[src/logic/frame_pkg.sv]
// Shared widths, bus structs, register map and reset values of the frame path
// Register addresses are 32-bit word addresses on the Wishbone port
package frame_pkg;

    //////////////////////////////////////////////////
    // Width types

    typedef logic [7:0]  byte_t;
    typedef logic [47:0] mac_t;
    typedef logic [15:0] ethertype_t;
    typedef logic [15:0] frame_len_t;
    typedef logic [31:0] count_t;
    typedef logic [3:0]  wb_addr_t;
    typedef logic [31:0] wb_data_t;

    //////////////////////////////////////////////////
    // Structs

    typedef struct packed {
        byte_t data;
        logic  last;
    } stream_beat_t;

    typedef struct packed {
        logic     cyc;
        logic     stb;
        logic     we;
        wb_addr_t adr;
        wb_data_t dat;
    } wb_req_t;

    typedef struct packed {
        logic     ack;
        wb_data_t dat;
    } wb_rsp_t;

    typedef struct packed {
        mac_t       dst_mac;
        mac_t       src_mac;
        ethertype_t ethertype;
        logic       hdr_en;
        frame_len_t max_len;
    } frame_cfg_t;

    //////////////////////////////////////////////////
    // Constants and register map

    localparam int HDR_BYTES = 14;

    localparam wb_addr_t REG_DST_MAC_HI  = 4'd0;
    localparam wb_addr_t REG_DST_MAC_LO  = 4'd1;
    localparam wb_addr_t REG_SRC_MAC_HI  = 4'd2;
    localparam wb_addr_t REG_SRC_MAC_LO  = 4'd3;
    localparam wb_addr_t REG_ETHERTYPE   = 4'd4;
    localparam wb_addr_t REG_CTRL        = 4'd5;
    localparam wb_addr_t REG_MAX_LEN     = 4'd6;
    localparam wb_addr_t REG_FRAME_COUNT = 4'd7;
    localparam wb_addr_t REG_TRUNC_COUNT = 4'd8;

    localparam mac_t       RST_DST_MAC   = 48'h11_22_33_44_55_66;
    localparam mac_t       RST_SRC_MAC   = 48'hAA_BB_CC_DD_EE_FF;
    localparam ethertype_t RST_ETHERTYPE = 16'h0000;
    localparam frame_len_t RST_MAX_LEN   = 16'd100;

    // FSM states
    typedef enum logic [1:0] {IDLE, HEADER, PAYLOAD} ins_state_e;
    typedef enum logic {PASS, DISCARD} trunc_state_e;

endpackage

[src/logic/frame_cfg_regs.sv]
// Wishbone classic slave, single transfers only, ack one cycle after the request
// Configuration must only be changed while no frame is in flight
module frame_cfg_regs (
    input  logic                  core_clk_ifc,
    input  logic                  i_rst_n,
    input  frame_pkg::wb_req_t    i_wb_req,
    output frame_pkg::wb_rsp_t    o_wb_rsp,
    output frame_pkg::frame_cfg_t o_cfg,
    input  logic                  i_frame_done,
    input  logic                  i_frame_cut
);

    frame_pkg::frame_cfg_t cfg_q;
    frame_pkg::count_t     frame_cnt_q;
    frame_pkg::count_t     trunc_cnt_q;
    frame_pkg::wb_data_t   rd_data;
    frame_pkg::wb_data_t   rd_data_q;
    logic                  ack_q;
    logic                  req_new;

    // Request seen and not yet acknowledged
    assign req_new = i_wb_req.cyc && i_wb_req.stb && !ack_q;

    //////////////////////////////////////////////////
    // Read mux

    always_comb begin
        rd_data = '0;
        case (i_wb_req.adr)
            frame_pkg::REG_DST_MAC_HI:  rd_data = {16'h0000, cfg_q.dst_mac[47:32]};
            frame_pkg::REG_DST_MAC_LO:  rd_data = cfg_q.dst_mac[31:0];
            frame_pkg::REG_SRC_MAC_HI:  rd_data = {16'h0000, cfg_q.src_mac[47:32]};
            frame_pkg::REG_SRC_MAC_LO:  rd_data = cfg_q.src_mac[31:0];
            frame_pkg::REG_ETHERTYPE:   rd_data = {16'h0000, cfg_q.ethertype};
            frame_pkg::REG_CTRL:        rd_data = {31'h0, cfg_q.hdr_en};
            frame_pkg::REG_MAX_LEN:     rd_data = {16'h0000, cfg_q.max_len};
            frame_pkg::REG_FRAME_COUNT: rd_data = frame_cnt_q;
            frame_pkg::REG_TRUNC_COUNT: rd_data = trunc_cnt_q;
            default:                    rd_data = '0;
        endcase
    end

    //////////////////////////////////////////////////
    // Register writes

    always_ff @(posedge core_clk_ifc) begin
        if (!i_rst_n) begin
            cfg_q.dst_mac   <= frame_pkg::RST_DST_MAC;
            cfg_q.src_mac   <= frame_pkg::RST_SRC_MAC;
            cfg_q.ethertype <= frame_pkg::RST_ETHERTYPE;
            cfg_q.hdr_en    <= 1'b0;
            cfg_q.max_len   <= frame_pkg::RST_MAX_LEN;
        end else if (req_new && i_wb_req.we) begin
            case (i_wb_req.adr)
                frame_pkg::REG_DST_MAC_HI: cfg_q.dst_mac[47:32] <= i_wb_req.dat[15:0];
                frame_pkg::REG_DST_MAC_LO: cfg_q.dst_mac[31:0]  <= i_wb_req.dat;
                frame_pkg::REG_SRC_MAC_HI: cfg_q.src_mac[47:32] <= i_wb_req.dat[15:0];
                frame_pkg::REG_SRC_MAC_LO: cfg_q.src_mac[31:0]  <= i_wb_req.dat;
                frame_pkg::REG_ETHERTYPE:  cfg_q.ethertype      <= i_wb_req.dat[15:0];
                frame_pkg::REG_CTRL:       cfg_q.hdr_en         <= i_wb_req.dat[0];
                frame_pkg::REG_MAX_LEN:    cfg_q.max_len        <= i_wb_req.dat[15:0];
                // Counters and unmapped words drop the write
                default: ;
            endcase
        end
    end

    // Ack for exactly one cycle, master drops stb after it
    always_ff @(posedge core_clk_ifc) begin
        if (!i_rst_n) begin
            ack_q <= 1'b0;
        end else begin
            ack_q <= req_new;
        end
    end

    always_ff @(posedge core_clk_ifc) begin
        if (req_new) begin
            rd_data_q <= rd_data;
        end
    end

    //////////////////////////////////////////////////
    // Frame counters, wrap at full scale

    always_ff @(posedge core_clk_ifc) begin
        if (!i_rst_n) begin
            frame_cnt_q <= '0;
            trunc_cnt_q <= '0;
        end else begin
            if (i_frame_done) begin
                frame_cnt_q <= frame_cnt_q + 1'b1;
            end
            if (i_frame_cut) begin
                trunc_cnt_q <= trunc_cnt_q + 1'b1;
            end
        end
    end

    assign o_wb_rsp = '{ack: ack_q, dat: rd_data_q};
    assign o_cfg    = cfg_q;

endmodule

[src/logic/frame_path_top.sv]
// Byte stream frame path: header inserter then truncator, with Wishbone config
// Up to two bytes in flight, one per stage
module frame_path_top (
    input  logic                    core_clk_ifc,
    input  logic                    i_rst_n,
    input  frame_pkg::wb_req_t      i_wb_req,
    output frame_pkg::wb_rsp_t      o_wb_rsp,
    input  frame_pkg::stream_beat_t i_ingress_beat,
    input  logic                    i_ingress_valid,
    output logic                    o_ingress_ready,
    output frame_pkg::stream_beat_t o_egress_beat,
    output logic                    o_egress_valid,
    input  logic                    i_egress_ready
);

    frame_pkg::frame_cfg_t   cfg;
    frame_pkg::stream_beat_t ins_beat;
    logic                    ins_valid;
    logic                    ins_ready;
    logic                    frame_done;
    logic                    frame_cut;

    frame_cfg_regs u_cfg_regs (
        .core_clk_ifc (core_clk_ifc),
        .i_rst_n      (i_rst_n),
        .i_wb_req     (i_wb_req),
        .o_wb_rsp     (o_wb_rsp),
        .o_cfg        (cfg),
        .i_frame_done (frame_done),
        .i_frame_cut  (frame_cut)
    );

    hdr_inserter u_hdr_inserter (
        .core_clk_ifc (core_clk_ifc),
        .i_rst_n      (i_rst_n),
        .i_cfg        (cfg),
        .i_beat       (i_ingress_beat),
        .i_valid      (i_ingress_valid),
        .o_ready      (o_ingress_ready),
        .o_beat       (ins_beat),
        .o_valid      (ins_valid),
        .i_ready      (ins_ready)
    );

    // Length cap applies after the header is in place
    frame_truncator u_truncator (
        .core_clk_ifc (core_clk_ifc),
        .i_rst_n      (i_rst_n),
        .i_max_len    (cfg.max_len),
        .i_beat       (ins_beat),
        .i_valid      (ins_valid),
        .o_ready      (ins_ready),
        .o_beat       (o_egress_beat),
        .o_valid      (o_egress_valid),
        .i_ready      (i_egress_ready),
        .o_frame_done (frame_done),
        .o_frame_cut  (frame_cut)
    );

endmodule

[src/logic/frame_truncator.sv]
// Cuts frames to max_len bytes, header included; max_len of 0 acts as 1
// Done and cut pulse on the egress last transfer
module frame_truncator (
    input  logic                    core_clk_ifc,
    input  logic                    i_rst_n,
    input  frame_pkg::frame_len_t   i_max_len,
    input  frame_pkg::stream_beat_t i_beat,
    input  logic                    i_valid,
    output logic                    o_ready,
    output frame_pkg::stream_beat_t o_beat,
    output logic                    o_valid,
    input  logic                    i_ready,
    output logic                    o_frame_done,
    output logic                    o_frame_cut
);

    frame_pkg::trunc_state_e state_q;
    frame_pkg::frame_len_t   cnt_q;
    frame_pkg::frame_len_t   limit;
    frame_pkg::stream_beat_t beat_q;
    logic                    valid_q;
    logic                    cut_q;
    logic                    out_free;
    logic                    take_in;
    logic                    at_limit;
    logic                    cut_now;

    assign limit    = (i_max_len == '0) ? frame_pkg::frame_len_t'(1) : i_max_len;
    assign out_free = !valid_q || i_ready;
    // Discarded bytes are sunk without touching the output register
    assign o_ready  = (state_q == frame_pkg::DISCARD) || out_free;
    assign take_in  = i_valid && o_ready;
    // cnt_q holds the bytes already passed in this frame
    assign at_limit = (cnt_q >= limit - 1'b1);
    assign cut_now  = at_limit && !i_beat.last;

    //////////////////////////////////////////////////
    // FSM and byte count

    always_ff @(posedge core_clk_ifc) begin
        if (!i_rst_n) begin
            state_q <= frame_pkg::PASS;
            cnt_q   <= '0;
        end else if (take_in) begin
            if (state_q == frame_pkg::PASS) begin
                cnt_q <= (i_beat.last || at_limit) ? '0 : cnt_q + 1'b1;
                if (cut_now) begin
                    state_q <= frame_pkg::DISCARD;
                end
            end else if (i_beat.last) begin
                state_q <= frame_pkg::PASS;
            end
        end
    end

    //////////////////////////////////////////////////
    // Output register

    always_ff @(posedge core_clk_ifc) begin
        if (!i_rst_n) begin
            valid_q <= 1'b0;
        end else if (take_in && (state_q == frame_pkg::PASS)) begin
            valid_q <= 1'b1;
        end else if (i_ready) begin
            valid_q <= 1'b0;
        end
    end

    always_ff @(posedge core_clk_ifc) begin
        if (take_in && (state_q == frame_pkg::PASS)) begin
            beat_q <= '{data: i_beat.data, last: i_beat.last || at_limit};
            cut_q  <= cut_now;
        end
    end

    assign o_beat       = beat_q;
    assign o_valid      = valid_q;
    assign o_frame_done = valid_q && i_ready && beat_q.last;
    assign o_frame_cut  = o_frame_done && cut_q;

endmodule

[src/logic/hdr_inserter.sv]
// Prepends the 14-byte Ethernet header from the config when hdr_en is set
// Ingress is stalled for 14 cycles per frame while the header goes out
module hdr_inserter (
    input  logic                    core_clk_ifc,
    input  logic                    i_rst_n,
    input  frame_pkg::frame_cfg_t   i_cfg,
    input  frame_pkg::stream_beat_t i_beat,
    input  logic                    i_valid,
    output logic                    o_ready,
    output frame_pkg::stream_beat_t o_beat,
    output logic                    o_valid,
    input  logic                    i_ready
);

    frame_pkg::ins_state_e             state_q;
    logic [3:0]                        hdr_idx_q;
    logic [8*frame_pkg::HDR_BYTES-1:0] hdr_bytes;
    frame_pkg::byte_t                  hdr_byte;
    frame_pkg::stream_beat_t           beat_q;
    logic                              valid_q;
    logic                              out_free;
    logic                              start_hdr;
    logic                              emit_hdr;
    logic                              take_in;

    // Header in wire order, dst MAC first, MSB first
    assign hdr_bytes = {i_cfg.dst_mac, i_cfg.src_mac, i_cfg.ethertype};
    assign hdr_byte  = hdr_bytes[8*(frame_pkg::HDR_BYTES-1-int'(hdr_idx_q)) +: 8];

    //////////////////////////////////////////////////
    // Handshake

    assign out_free  = !valid_q || i_ready;
    // Header byte 0 goes out in the same cycle the frame is spotted
    assign start_hdr = (state_q == frame_pkg::IDLE) && i_cfg.hdr_en && i_valid && out_free;
    assign emit_hdr  = start_hdr || ((state_q == frame_pkg::HEADER) && out_free);
    assign o_ready   = out_free && ((state_q == frame_pkg::PAYLOAD) ||
                                    ((state_q == frame_pkg::IDLE) && !i_cfg.hdr_en));
    assign take_in   = i_valid && o_ready;

    //////////////////////////////////////////////////
    // FSM

    always_ff @(posedge core_clk_ifc) begin
        if (!i_rst_n) begin
            state_q   <= frame_pkg::IDLE;
            hdr_idx_q <= '0;
        end else begin
            case (state_q)
                frame_pkg::IDLE: begin
                    if (start_hdr) begin
                        state_q   <= frame_pkg::HEADER;
                        hdr_idx_q <= 4'd1;
                    end else if (take_in && !i_beat.last) begin
                        state_q <= frame_pkg::PAYLOAD;
                    end
                end
                frame_pkg::HEADER: begin
                    if (out_free) begin
                        if (hdr_idx_q == 4'(frame_pkg::HDR_BYTES - 1)) begin
                            state_q   <= frame_pkg::PAYLOAD;
                            hdr_idx_q <= '0;
                        end else begin
                            hdr_idx_q <= hdr_idx_q + 1'b1;
                        end
                    end
                end
                frame_pkg::PAYLOAD: begin
                    if (take_in && i_beat.last) begin
                        state_q <= frame_pkg::IDLE;
                    end
                end
                default: state_q <= frame_pkg::IDLE;
            endcase
        end
    end

    //////////////////////////////////////////////////
    // Output register

    always_ff @(posedge core_clk_ifc) begin
        if (!i_rst_n) begin
            valid_q <= 1'b0;
        end else if (emit_hdr || take_in) begin
            valid_q <= 1'b1;
        end else if (i_ready) begin
            valid_q <= 1'b0;
        end
    end

    always_ff @(posedge core_clk_ifc) begin
        if (emit_hdr) begin
            beat_q <= '{data: hdr_byte, last: 1'b0};
        end else if (take_in) begin
            beat_q <= i_beat;
        end
    end

    assign o_beat  = beat_q;
    assign o_valid = valid_q;

endmodule

[config.mk]
export PLATFORM = sky130hd
export DESIGN_NAME = frame_path_top
export DESIGN_NICKNAME = d
export VERILOG_FILES = /design/src/logic/frame_pkg.sv /design/src/logic/frame_cfg_regs.sv /design/src/logic/frame_path_top.sv /design/src/logic/frame_truncator.sv /design/src/logic/hdr_inserter.sv
export SDC_FILE = /design/constraint.sdc
export NUM_CORES = 1
export LEC_CHECK = 0
export BUFFER_PORTS_ARGS = -buffer_cell sky130_fd_sc_hd__buf_4
export CORE_ASPECT_RATIO = 1.5
export CORE_UTILIZATION = 60
export CTS_CLUSTER_SIZE = 12
export DETAILED_ROUTE_END_ITERATION = 6
export PLACE_DENSITY_LB_ADDON = 0.12
export SETUP_SLACK_MARGIN = 0.3
export SLEW_MARGIN = 20
export SYNTH_ARGS = -nofsm -noshare
export SYNTH_HDL_FRONTEND = slang
export SYNTH_SLANG_ARGS = --single-unit
[constraint.sdc]
create_clock -name core_clk_ifc -period 4.68 [get_ports core_clk_ifc]
set_input_delay 0.936 -clock core_clk_ifc [delete_from_list [all_inputs] [get_ports core_clk_ifc]]
set_output_delay 0.936 -clock core_clk_ifc [all_outputs]
set_load 0.005 [all_outputs]
==> results of run 1 <==
[layout make-up]
class                      count  area share (%)
multi-input combinational   1076            45.4
sequential                   270            40.4
timing repair buffer         121            6.21
clock buffer                  42            5.21
tap                          268            2.29
inverter                      17           0.453
clock inverter                 2          0.0684
[metal layers]
layer	vias to the layer above	wire, µm	GRT usage (%)
li1	5330	-	-
met1	5467	15700	49.9
met2	679	19200	60.1
met3	137	4150	6.00
met4	0	2560	20.7
met5	-	0	0
[stage by stage]
| stage | setup WS (ps) | hold slack, ps | instances | util [%] | total power (µW) |
|---|---|---|---|---|---|
| 2_1_floorplan | 912 | 400 | 1456 | - | 2580 |
| 3_3_place_gp | 571 | 401 | 1752 | 65.5 | 2710 |
| 3_5_place_dp | 438 | 406 | 1752 | 65.5 | 2720 |
| 4_1_cts | 392 | 420 | 1796 | 69.2 | 4660 |
| 5_1_grt | 408 | 429 | 1796 | 69.2 | 4780 |
| 6_report | 652 | 424 | 1796 | 69.2 | 4660 |
[path summary, 6_finish.rpt]
path                                        to                                from  slack [ps]
min reg2reg    u_truncator.o_beat[7]$_DFFE_PP_  u_hdr_inserter.o_beat[7]$_DFFE_PP_         420
max          u_truncator.cnt_q[4]$_SDFFE_PN0P_    u_cfg_regs.o_cfg[9]$_SDFFE_PN0P_         650
max reg2reg  u_truncator.cnt_q[4]$_SDFFE_PN0P_    u_cfg_regs.o_cfg[9]$_SDFFE_PN0P_         650
min            u_truncator.o_beat[7]$_DFFE_PP_  u_hdr_inserter.o_beat[7]$_DFFE_PP_         420
[worst reg2reg max path: cells and delay by family, from the launching register on]
| family | cells | cell delay (ps) |
|---|---|---|
| adder cells (fa/ha/maj) | 2 | 540 |
| AND/OR/NAND/NOR | 9 | 2330 |
| XOR/XNOR | 1 | 150 |
| flip-flops | 1 | 380 |
| AO/OA/AOI/OAI | 2 | 560 |
[logic make-up after synthesis]
group,Yosys count
multiplexers,61
adder cells (fa/ha/maj),24
flip-flops,270
buffers and inverters,110
AO/OA/AOI/OAI,207
XOR/XNOR,76
AND/OR/NAND/NOR,708
[power by group]
part / internal, µW / switching [µW] / total [µW] / leakage, µW
registers: 2400 / 20.3 / 2420 / 0.00225
clock network: 1100 / 881 / 1980 / 0.000376
logic: 91.5 / 158 / 250 / 0.00283
total: 3600 / 1060 / 4660 / 0.00546
[state kept, by name, indices dropped and copies added (netlist names), 2 cells and up]
signal and flops:
u_hdr_inserter.state_q 2, u_cfg_regs.trunc_cnt_q 32, u_truncator.cnt_q 16, u_hdr_inserter.o_beat 9
u_truncator.o_beat 9, u_cfg_regs.o_cfg 129, u_cfg_regs.rd_data_q 32, u_cfg_regs.frame_cnt_q 32
u_hdr_inserter.hdr_idx_q 4
[cells in the final DEF, fill, tap and decap left out, types with 9 or more instances in the layout]
cell type / n
nor3_1: 22
xor2_1: 29
a22oi_1: 14
nand2_1: 337
inv_1: 15
mux4_2: 24
nand4_1: 31
clkbuf_1: 12
mux2i_1: 37
clkbuf_16: 27
a22o_1: 12
buf_4: 121
edfxtp_1: 50
dfxtp_1: 219
ha_1: 24
and3_1: 13
nor4_1: 24
nand2b_1: 11
and4_1: 9
a21oi_1: 85
nor2_1: 104
a221oi_1: 17
nand3_1: 93
o21ai_0: 15
xnor2_1: 47
a222oi_1: 27
==> flow_metrics.env, run 1 <==
export IMPL_status="finished, violations left"
export IMPL_failed_checks="DRC"
export IMPL_cts_made_buffers=27
export IMPL_finalSetupTns_ps=0
export IMPL_clkSinkCount=270
export IMPL_ys_seq_area_share_pct=45.6
export IMPL_start_util_pct=61.3
export IMPL_yosys_most_used_dff="dfxtp_1"
export IMPL_grt_pass1_wl_mm=64.0
export IMPL_relSlewSlack_pct=29.0
export IMPL_synth_simple_area_share_pct=25.6
export IMPL_regArea_mm2=0.00591
export IMPL_core_mm2=0.0211
export IMPL_multi_input_area_mm2=0.00665
export IMPL_port_buffers=95
export IMPL_synth_area_leaders="dfxtp_1, edfxtp_1, nand2_1, mux4_2, nand3_1"
export IMPL_routabilityCongestion=1.11
export IMPL_period_needed_ps=4030
export IMPL_critical_path_depth=14
export IMPL_rsz0062_at_grt="false"
export IMPL_yosysUniqueCellTypes=66
export IMPL_cts_tree="built"
export IMPL_synth_largest_area_cell="dfxtp_1"
export IMPL_antenna_found_initial=0
export IMPL_synth_top_family_by_area="simple AND/OR/NAND/NOR gates"
export IMPL_wl_mm=41.7
export IMPL_fillCellCount=1768
export IMPL_ios=96
export IMPL_power_leakage_uw=0.00546
export IMPL_final_cell_area_mm2=0.0146
export IMPL_skew_ps=12.5
export IMPL_clkLatencyLatePin_ps=540
export IMPL_area_delta_synth_final_pct=12.9
export IMPL_cts_clk_slew_worst_paths_ps=60
export IMPL_report_final_setup_viol=0
export IMPL_critPathSlowestCell="or4_1"
export IMPL_ff2ff_path_depth=14
export IMPL_vias=11600
export IMPL_synth_compound_area_share_pct=10.9
export IMPL_synth_edf_count=50
export IMPL_tightest_slew_ps=1060
export IMPL_critPathCaptureType="register"
export IMPL_critPathLaunchType="register"
export IMPL_yosysTopAreaCellShare_pct=34.0
export IMPL_drive_gt1_share_pct=13.1
export IMPL_muxShareOfSynthArea_pct=7.03
export IMPL_firstDrtPassIters=7
export IMPL_hold_depth=0
export IMPL_grt_pass1_vias=11000
export IMPL_dpl_cell_area_mm2=0.0139
export IMPL_drtAntennaViolNets=0
export IMPL_irDropWorstVdd_uv=266
export IMPL_diodes=0
export IMPL_groute_usage_overall_pct=38.2
export IMPL_drc=11
export IMPL_syn_area_mm2=0.0130
export IMPL_synth_nets=1532
export IMPL_crit_fanout=14
export IMPL_route_detailed_wl_per_inst_um=23.2
export IMPL_overflow=0
export IMPL_clockBufferDepth=3
export IMPL_min_path_type="register to register"
export IMPL_finalHoldViolations=0
export IMPL_timing_final_max_slew_violations=0
export IMPL_die_area_mm2=0.0222
export IMPL_cts_root_buf="clkbuf_16"
export IMPL_viasPerCell=6.47
export IMPL_post_cts_resize_count=0
export IMPL_cts_setup_buffers=0
export IMPL_first_iter_violations=1591
export IMPL_synth_xor_area_share_pct=5.14
export IMPL_yosysWarnings=0
export IMPL_ctsHoldBuffers=0
export IMPL_crit_arrival_ps=4500
export IMPL_path_buf_inv=0
export IMPL_synth_top_cells_by_count="nand2_1, dfxtp_1, nor2_1, nand3_1, a21oi_1"
export IMPL_rows=65
export IMPL_ys_seq_elements=270
export IMPL_synth_most_common_cell="nand2_1"
export IMPL_layout_nets=1589
export IMPL_place_hpwl_mm=29.8
export IMPL_cts_max_level=1
export IMPL_min_period_over_period_pct=86.1
export IMPL_async_reset_ff_share_pct=0
export IMPL_chipWidth_um=122
export IMPL_syn_area_per_cell_um2=8.90
export IMPL_path_cells="or4_1 > or2_2 > nor3_1 > nor2_1 > ha_1 > nand3_1 > nor4_1 > xnor2_1 > ha_1 > nand4_1 > o21bai_1 > or4_1 > o32a_2 > nor2_1"
export IMPL_die_h_um=182
export IMPL_max_freq_mhz=248
export IMPL_worst_setup_path_type="register to register"
export IMPL_grt_start_max_net_pins=70
export IMPL_cp_data_required_time_ps=5150
export IMPL_synth_adder_area_share_pct=2.32
export IMPL_p_per_area_mw_per_mm2=318
export IMPL_cap_violations=0
export IMPL_slowest_delay_ps=560
export IMPL_syn_inst=1456
export IMPL_crit_family="simple AND/OR/NAND/NOR gates"
(Power assumes the default switching activity.)
==> inputs of run 2 (changes only) <==
--- a/config.mk
+++ b/config.mk
@@ -7,10 +7,11 @@
 export LEC_CHECK = 0
 export BUFFER_PORTS_ARGS = -buffer_cell sky130_fd_sc_hd__buf_4
 export CORE_ASPECT_RATIO = 1.5
-export CORE_UTILIZATION = 60
+export CORE_UTILIZATION = 51
 export CTS_CLUSTER_SIZE = 12
 export DETAILED_ROUTE_END_ITERATION = 6
 export PLACE_DENSITY_LB_ADDON = 0.12
+export REMOVE_ABC_BUFFERS = 1
 export SETUP_SLACK_MARGIN = 0.3
 export SLEW_MARGIN = 20
 export SYNTH_ARGS = -nofsm -noshare
==> run 2 against run 1 <==
The run now ends clean. Fmax is 0.91% higher. Critical path type unchanged. Highest routed layer is now met5. Sequential cell count did not move. Critical endpoint is now u_truncator.cnt_q[5]$_SDFFE_PN0P_. Largest power group unchanged. Global-route usage fell by 6.1 points.
==> flow_metrics.env, run 2 (same netlist as run 1, synthesis figures left out) <==
export IMPL_status="completed"
export IMPL_rows=71
export IMPL_r2r_end="u_truncator.cnt_q[5]$_SDFFE_PN0P_"
export IMPL_ios=96
export IMPL_drive_gt1_share_pct=13.1
export IMPL_wl_met1_mm=15.6
export IMPL_start_util_pct=51.7
export IMPL_intPower_uw=3600
export IMPL_routabilityCongestion=0.953
export IMPL_cts_made_buffers=27
export IMPL_drtAntennaViolNets=0
export IMPL_largest_reg_flops=129
export IMPL_cts_max_level=1
export IMPL_layout_nets=1586
export IMPL_r2r_start="u_cfg_regs.o_cfg[9]$_SDFFE_PN0P_"
export IMPL_critPathLaunchType="register"
export IMPL_p_seq_share_pct=51.8
export IMPL_p_sw_uw=1070
export IMPL_final_cell_area_mm2=0.0147
export IMPL_layout_commonest_cell="nand2_1"
export IMPL_die_area_mm2=0.0261
export IMPL_area_delta_synth_final_pct=13.6
export IMPL_max_freq_mhz=251
export IMPL_min_period_over_period_pct=85.3
export IMPL_timing_final_max_slew_violations=0
export IMPL_stdcell_count=1854
export IMPL_crit_arrival_ps=4470
export IMPL_tightest_slew_ps=1100
export IMPL_top_layer="met5"
export IMPL_irDropWorstVdd_uv=310
export IMPL_setup_ws_ps=688
export IMPL_hold_depth=0
export IMPL_chipWidth_um=132
export IMPL_overflow=0
export IMPL_first_iter_violations=1007
export IMPL_dpl_cell_area_mm2=0.0139
export IMPL_vias=11400
export IMPL_skew_ps=13.7
export IMPL_finalSetupTns_ps=0
export IMPL_ff2ff_path_depth=14
export IMPL_p_clk_share_pct=43.0
export IMPL_place_ws_ps=311
export IMPL_power_leakage_uw=0.00547
export IMPL_cp_data_required_time_ps=5160
export IMPL_critPathCaptureType="register"
export IMPL_slowest_delay_ps=560
export IMPL_cts_clk_slew_worst_paths_ps=60
export IMPL_p_per_area_mw_per_mm2=317
export IMPL_cts_root_buf="clkbuf_16"
export IMPL_crit_fanout=14
export IMPL_cts_setup_buffers=0
export IMPL_wl_met2_mm=20.3
export IMPL_path_cells="or4_1 > or2_2 > nor3_2 > nor2_1 > ha_1 > nand3_1 > nor4_1 > xnor2_1 > ha_1 > nand4_1 > o21bai_1 > or4_1 > o32a_2 > nor2_1"
export IMPL_grt_start_max_net_pins=47
export IMPL_groute_usage_overall_pct=32.1
export IMPL_combPwrFrac_pct=5.2
export IMPL_reg2reg_slack_ps=690
export IMPL_grt_pass1_vias=10900
export IMPL_placed_cells=1809
export IMPL_firstDrtPassIters=6
export IMPL_antenna_found_initial=0
export IMPL_clkLatencyLatePin_ps=560
export IMPL_hp_start="u_hdr_inserter.o_beat[7]$_DFFE_PP_"
export IMPL_hold_ws_ps=418
export IMPL_worst_setup_path_type="register to register"
export IMPL_finalHoldViolations=0
export IMPL_relSlewSlack_pct=26.3
export IMPL_core_mm2=0.0251
export IMPL_route_detailed_wl_per_inst_um=22.3
export IMPL_grt_pass1_wl_mm=63.5
export IMPL_cts_tree="built"
export IMPL_clkSinkCount=270
export IMPL_viasPerCell=6.15
export IMPL_rsz0062_at_grt="false"
export IMPL_wl_met3_mm=2.67
export IMPL_layout_common_cells="nand2_1, dfxtp_1, buf_4, nor2_1, nand3_1"
export IMPL_wl_mm=41.4
export IMPL_diodes=0
export IMPL_min_path_type="register to register"
export IMPL_drc=0
export IMPL_whs_endpoint="u_truncator.o_beat[7]$_DFFE_PP_"
export IMPL_place_hpwl_mm=29.1
export IMPL_period_needed_ps=3990
export IMPL_port_buffers=95
export IMPL_switching_share_pct=22.9
export IMPL_critPathSlowestCell="or4_1"
export IMPL_die_h_um=197
export IMPL_clockBufferDepth=3
export IMPL_report_final_setup_viol=0
export IMPL_cap_violations=0
-- run 2: cell count changes in the layout (fill, tap and decap cells not counted), sizes merged --
| cell | before | now |
|---|---|---|
| buf | 121 | 118 |
| inv | 16 | 17 |
| clkinv | 3 | 2 |
| clkbuf | 42 | 43 |
-- run 2: metrics by stage --
stage	utilization [%]	power (µW)
finish	58.8	4670
global route	58.8	4800
CTS	58.6	4690
detailed placement	55.5	2710
global placement	55.5	2710
floorplan	-	2560
-- run 2: worst max-delay path by stage --
stage                                          start                            endpoint  cells past startpoint
finish              u_cfg_regs.o_cfg[9]$_SDFFE_PN0P_   u_truncator.cnt_q[5]$_SDFFE_PN0P_                     14
global route        u_cfg_regs.o_cfg[9]$_SDFFE_PN0P_   u_truncator.cnt_q[4]$_SDFFE_PN0P_                     14
CTS                 u_cfg_regs.o_cfg[9]$_SDFFE_PN0P_   u_truncator.cnt_q[4]$_SDFFE_PN0P_                     14
detailed placement  u_cfg_regs.o_cfg[9]$_SDFFE_PN0P_   u_truncator.cnt_q[4]$_SDFFE_PN0P_                     14
global placement    u_cfg_regs.o_cfg[9]$_SDFFE_PN0P_  u_truncator.cnt_q[15]$_SDFFE_PN0P_                     14
floorplan                               i_wb_req[35]   u_cfg_regs.o_cfg[41]$_SDFFE_PN0P_                      4
-- run 2: area by class of cell --
type	count	area (µm²)
Multi-Input combinational cell	1076	6680
Tap cell	328	410
Sequential cell	270	5910
Timing Repair Buffer	118	886
Fill cell	2304	10300
Clock buffer	43	766
Inverter	17	66.3
Clock inverter	2	13.8
-- run 2: what timing repair did --
action,4_1_cts,5_1_grt
gates resized for setup,0,3
hold buffers,0,0
setup endpoints to repair,0,14
-- run 2: routing by layer --
metal  GRT usage [%]  up-vias
met3            3.67      156
met4            20.8        2
met2            55.4      528
met1            37.7     5389
li1                -     5321
met5            1.15        -
-- run 2: power by group through the flow --
stage          logic (µW)  clock network, µW  registers [µW]
6_report              243               2010            2420
5_1_grt               259               2120            2420
4_1_cts               240               2030            2420
3_5_place_dp          239                  0            2470
3_3_place_gp          238                  0            2470
2_1_floorplan        87.9                  0            2470
-- run 2: worst max-delay path, delay by kind of cell (launching register included) --
family	cells	cell delay, ps
fa+ha+maj	2	540
flops	1	370
simple gates	9	2280
xor+xnor	1	150
compound gates	2	580
==> inputs of run 3 (changes only) <==
--- a/config.mk
+++ b/config.mk
@@ -7,12 +7,14 @@
 export LEC_CHECK = 0
 export BUFFER_PORTS_ARGS = -buffer_cell sky130_fd_sc_hd__buf_4
 export CORE_ASPECT_RATIO = 1.5
+export CORE_MARGIN = 8
 export CORE_UTILIZATION = 51
 export CTS_CLUSTER_SIZE = 12
 export DETAILED_ROUTE_END_ITERATION = 6
 export PLACE_DENSITY_LB_ADDON = 0.12
 export REMOVE_ABC_BUFFERS = 1
 export SETUP_SLACK_MARGIN = 0.3
+export SKIP_CTS_REPAIR_TIMING = 1
 export SLEW_MARGIN = 20
 export SYNTH_ARGS = -nofsm -noshare
 export SYNTH_HDL_FRONTEND = slang
==> run 3 against run 2 <==
Fmax is 1.6% lower. Worst setup slack lost 65 ps. Via count rose by 0.97%. Sequential share of layout area barely moved. Total power rose by 0.13%. Wire length up 2.0%. Final area barely moved. Die area grew 18%. Largest cell class unchanged. Worst hold slack improved by 2.1 ps.
==> flow_metrics.env, run 3 (same netlist as run 1, synthesis figures left out) <==
export IMPL_status="completed"
export IMPL_vias=11500
export IMPL_die_h_um=211
export IMPL_grt_start_max_net_pins=58
export IMPL_relSlewSlack_pct=29.7
export IMPL_core_mm2=0.0251
export IMPL_cap_violations=0
export IMPL_largest_reg_flops=129
export IMPL_rows=71
export IMPL_cts_made_buffers=27
export IMPL_cts_max_level=1
export IMPL_tightest_slew_ps=1040
export IMPL_skew_ps=14.7
export IMPL_firstDrtPassIters=7
export IMPL_ios=96
export IMPL_drtAntennaViolNets=0
export IMPL_layout_nets=1585
export IMPL_drc=0
export IMPL_reg2reg_slack_ps=620
export IMPL_cts_root_buf="clkbuf_16"
export IMPL_clkLatencyLatePin_ps=540
export IMPL_worst_setup_path_type="register to register"
export IMPL_area_delta_synth_final_pct=13.7
export IMPL_first_iter_violations=1274
export IMPL_min_path_type="register to register"
export IMPL_finalSetupTns_ps=0
export IMPL_ff2ff_path_depth=14
export IMPL_layout_common_cells="nand2_1, dfxtp_1, buf_4, nor2_1, nand3_1"
export IMPL_clkSinkCount=270
export IMPL_clockBufferDepth=3
export IMPL_p_total_uw=4680
export IMPL_start_util_pct=51.7
export IMPL_grt_pass1_vias=11300
export IMPL_cp_data_required_time_ps=5150
export IMPL_diodes=0
export IMPL_routabilityCongestion=0.957
export IMPL_rsz0062_at_grt="false"
export IMPL_timing_final_max_slew_violations=0
export IMPL_p_per_area_mw_per_mm2=318
export IMPL_dpl_cell_area_mm2=0.0139
export IMPL_stdcell_count=1856
export IMPL_port_buffers=95
export IMPL_finalHoldViolations=0
export IMPL_cts_clk_slew_worst_paths_ps=60
export IMPL_power_leakage_uw=0.00547
export IMPL_wl_mm=42.2
export IMPL_chipWidth_um=146
export IMPL_overflow=0
export IMPL_irDropWorstVdd_uv=319
export IMPL_groute_usage_overall_pct=27.0
export IMPL_cts_tree="built"
export IMPL_grt_pass1_wl_mm=65.7
export IMPL_placed_cells=1808
export IMPL_critPathCaptureType="register"
export IMPL_critPathLaunchType="register"
export IMPL_viasPerCell=6.20
export IMPL_final_cell_area_mm2=0.0147
export IMPL_period_needed_ps=4060
export IMPL_max_freq_mhz=247
export IMPL_die_area_mm2=0.0309
export IMPL_antenna_found_initial=0
export IMPL_place_hpwl_mm=30.0
export IMPL_fillCellCount=2292
export IMPL_drive_gt1_share_pct=13.0
export IMPL_crit_fanout=14
export IMPL_crit_arrival_ps=4530
export IMPL_layout_commonest_cell="nand2_1"
export IMPL_report_final_setup_viol=0
export IMPL_fin_util_pct=58.8
export IMPL_hold_depth=0
export IMPL_min_period_over_period_pct=86.7
export IMPL_route_detailed_wl_per_inst_um=22.7
run 3: cell count changes in the layout (fill, tap and decap cells not counted), sizes merged:
cell and change:
buf -1, clkbuf +2, clkinvlp +1
run 3: path summary, 6_finish.rpt:
check	start	to
max reg2reg	u_cfg_regs.o_cfg[9]$_SDFFE_PN0P_	u_truncator.cnt_q[10]$_SDFFE_PN0P_
max	u_cfg_regs.o_cfg[9]$_SDFFE_PN0P_	u_truncator.cnt_q[10]$_SDFFE_PN0P_
min reg2reg	u_hdr_inserter.o_beat[1]$_DFFE_PP_	u_truncator.o_beat[1]$_DFFE_PP_
min	u_hdr_inserter.o_beat[1]$_DFFE_PP_	u_truncator.o_beat[1]$_DFFE_PP_
run 3: critical path, stage by stage, from the launching register on:
cell	delay [ps]
dfxtp_1	370
or4_1	550
or2_2	330
nor3_1	310
nor2_1	110
ha_1	250
nand3_1	130
nor4_1	80
xnor2_1	150
ha_1	300
nand4_1	150
o21bai_1	110
or4_1	540
o32a_2	470
nor2_1	140
run 3: final cells by class:
class	instances	area (µm²)	area share, %
clock buffers	45	773	5.25
clock inverters	3	21.3	0.144
inverters	17	66.3	0.450
multi-input cells	1076	6670	45.2
flip-flops and latches	270	5910	40.1
well taps	328	410	2.79
repair buffers	117	891	6.05
run 3: report_power, final:
group	leakage [µW]	total, µW	internal (µW)	switching (µW)
sequential	0.00225	2420	2400	20.2
combinational	0.00283	244	90.7	153
clock	0.000381	2010	1120	894
total	0.00547	4680	3610	1070
run 3: per-stage QoR:
step | hold slack, ps | setup WS [ps]
final | 420 | 623
after global routing | 424 | 338
after CTS | 422 | 330
after detailed placement | 406 | 335
after global placement | 402 | 447
after floorplan | 400 | 363
run 3: layer usage:
| metal | global-route usage [%] | wire (µm) | up-vias |
|---|---|---|---|
| li1 | - | - | 5320 |
| met4 | 17.5 | 2990 | 0 |
| met1 | 30.9 | 15900 | 5518 |
| met2 | 46.9 | 20800 | 519 |
| met3 | 3.45 | 2560 | 149 |
| met5 | 0 | 0 | - |
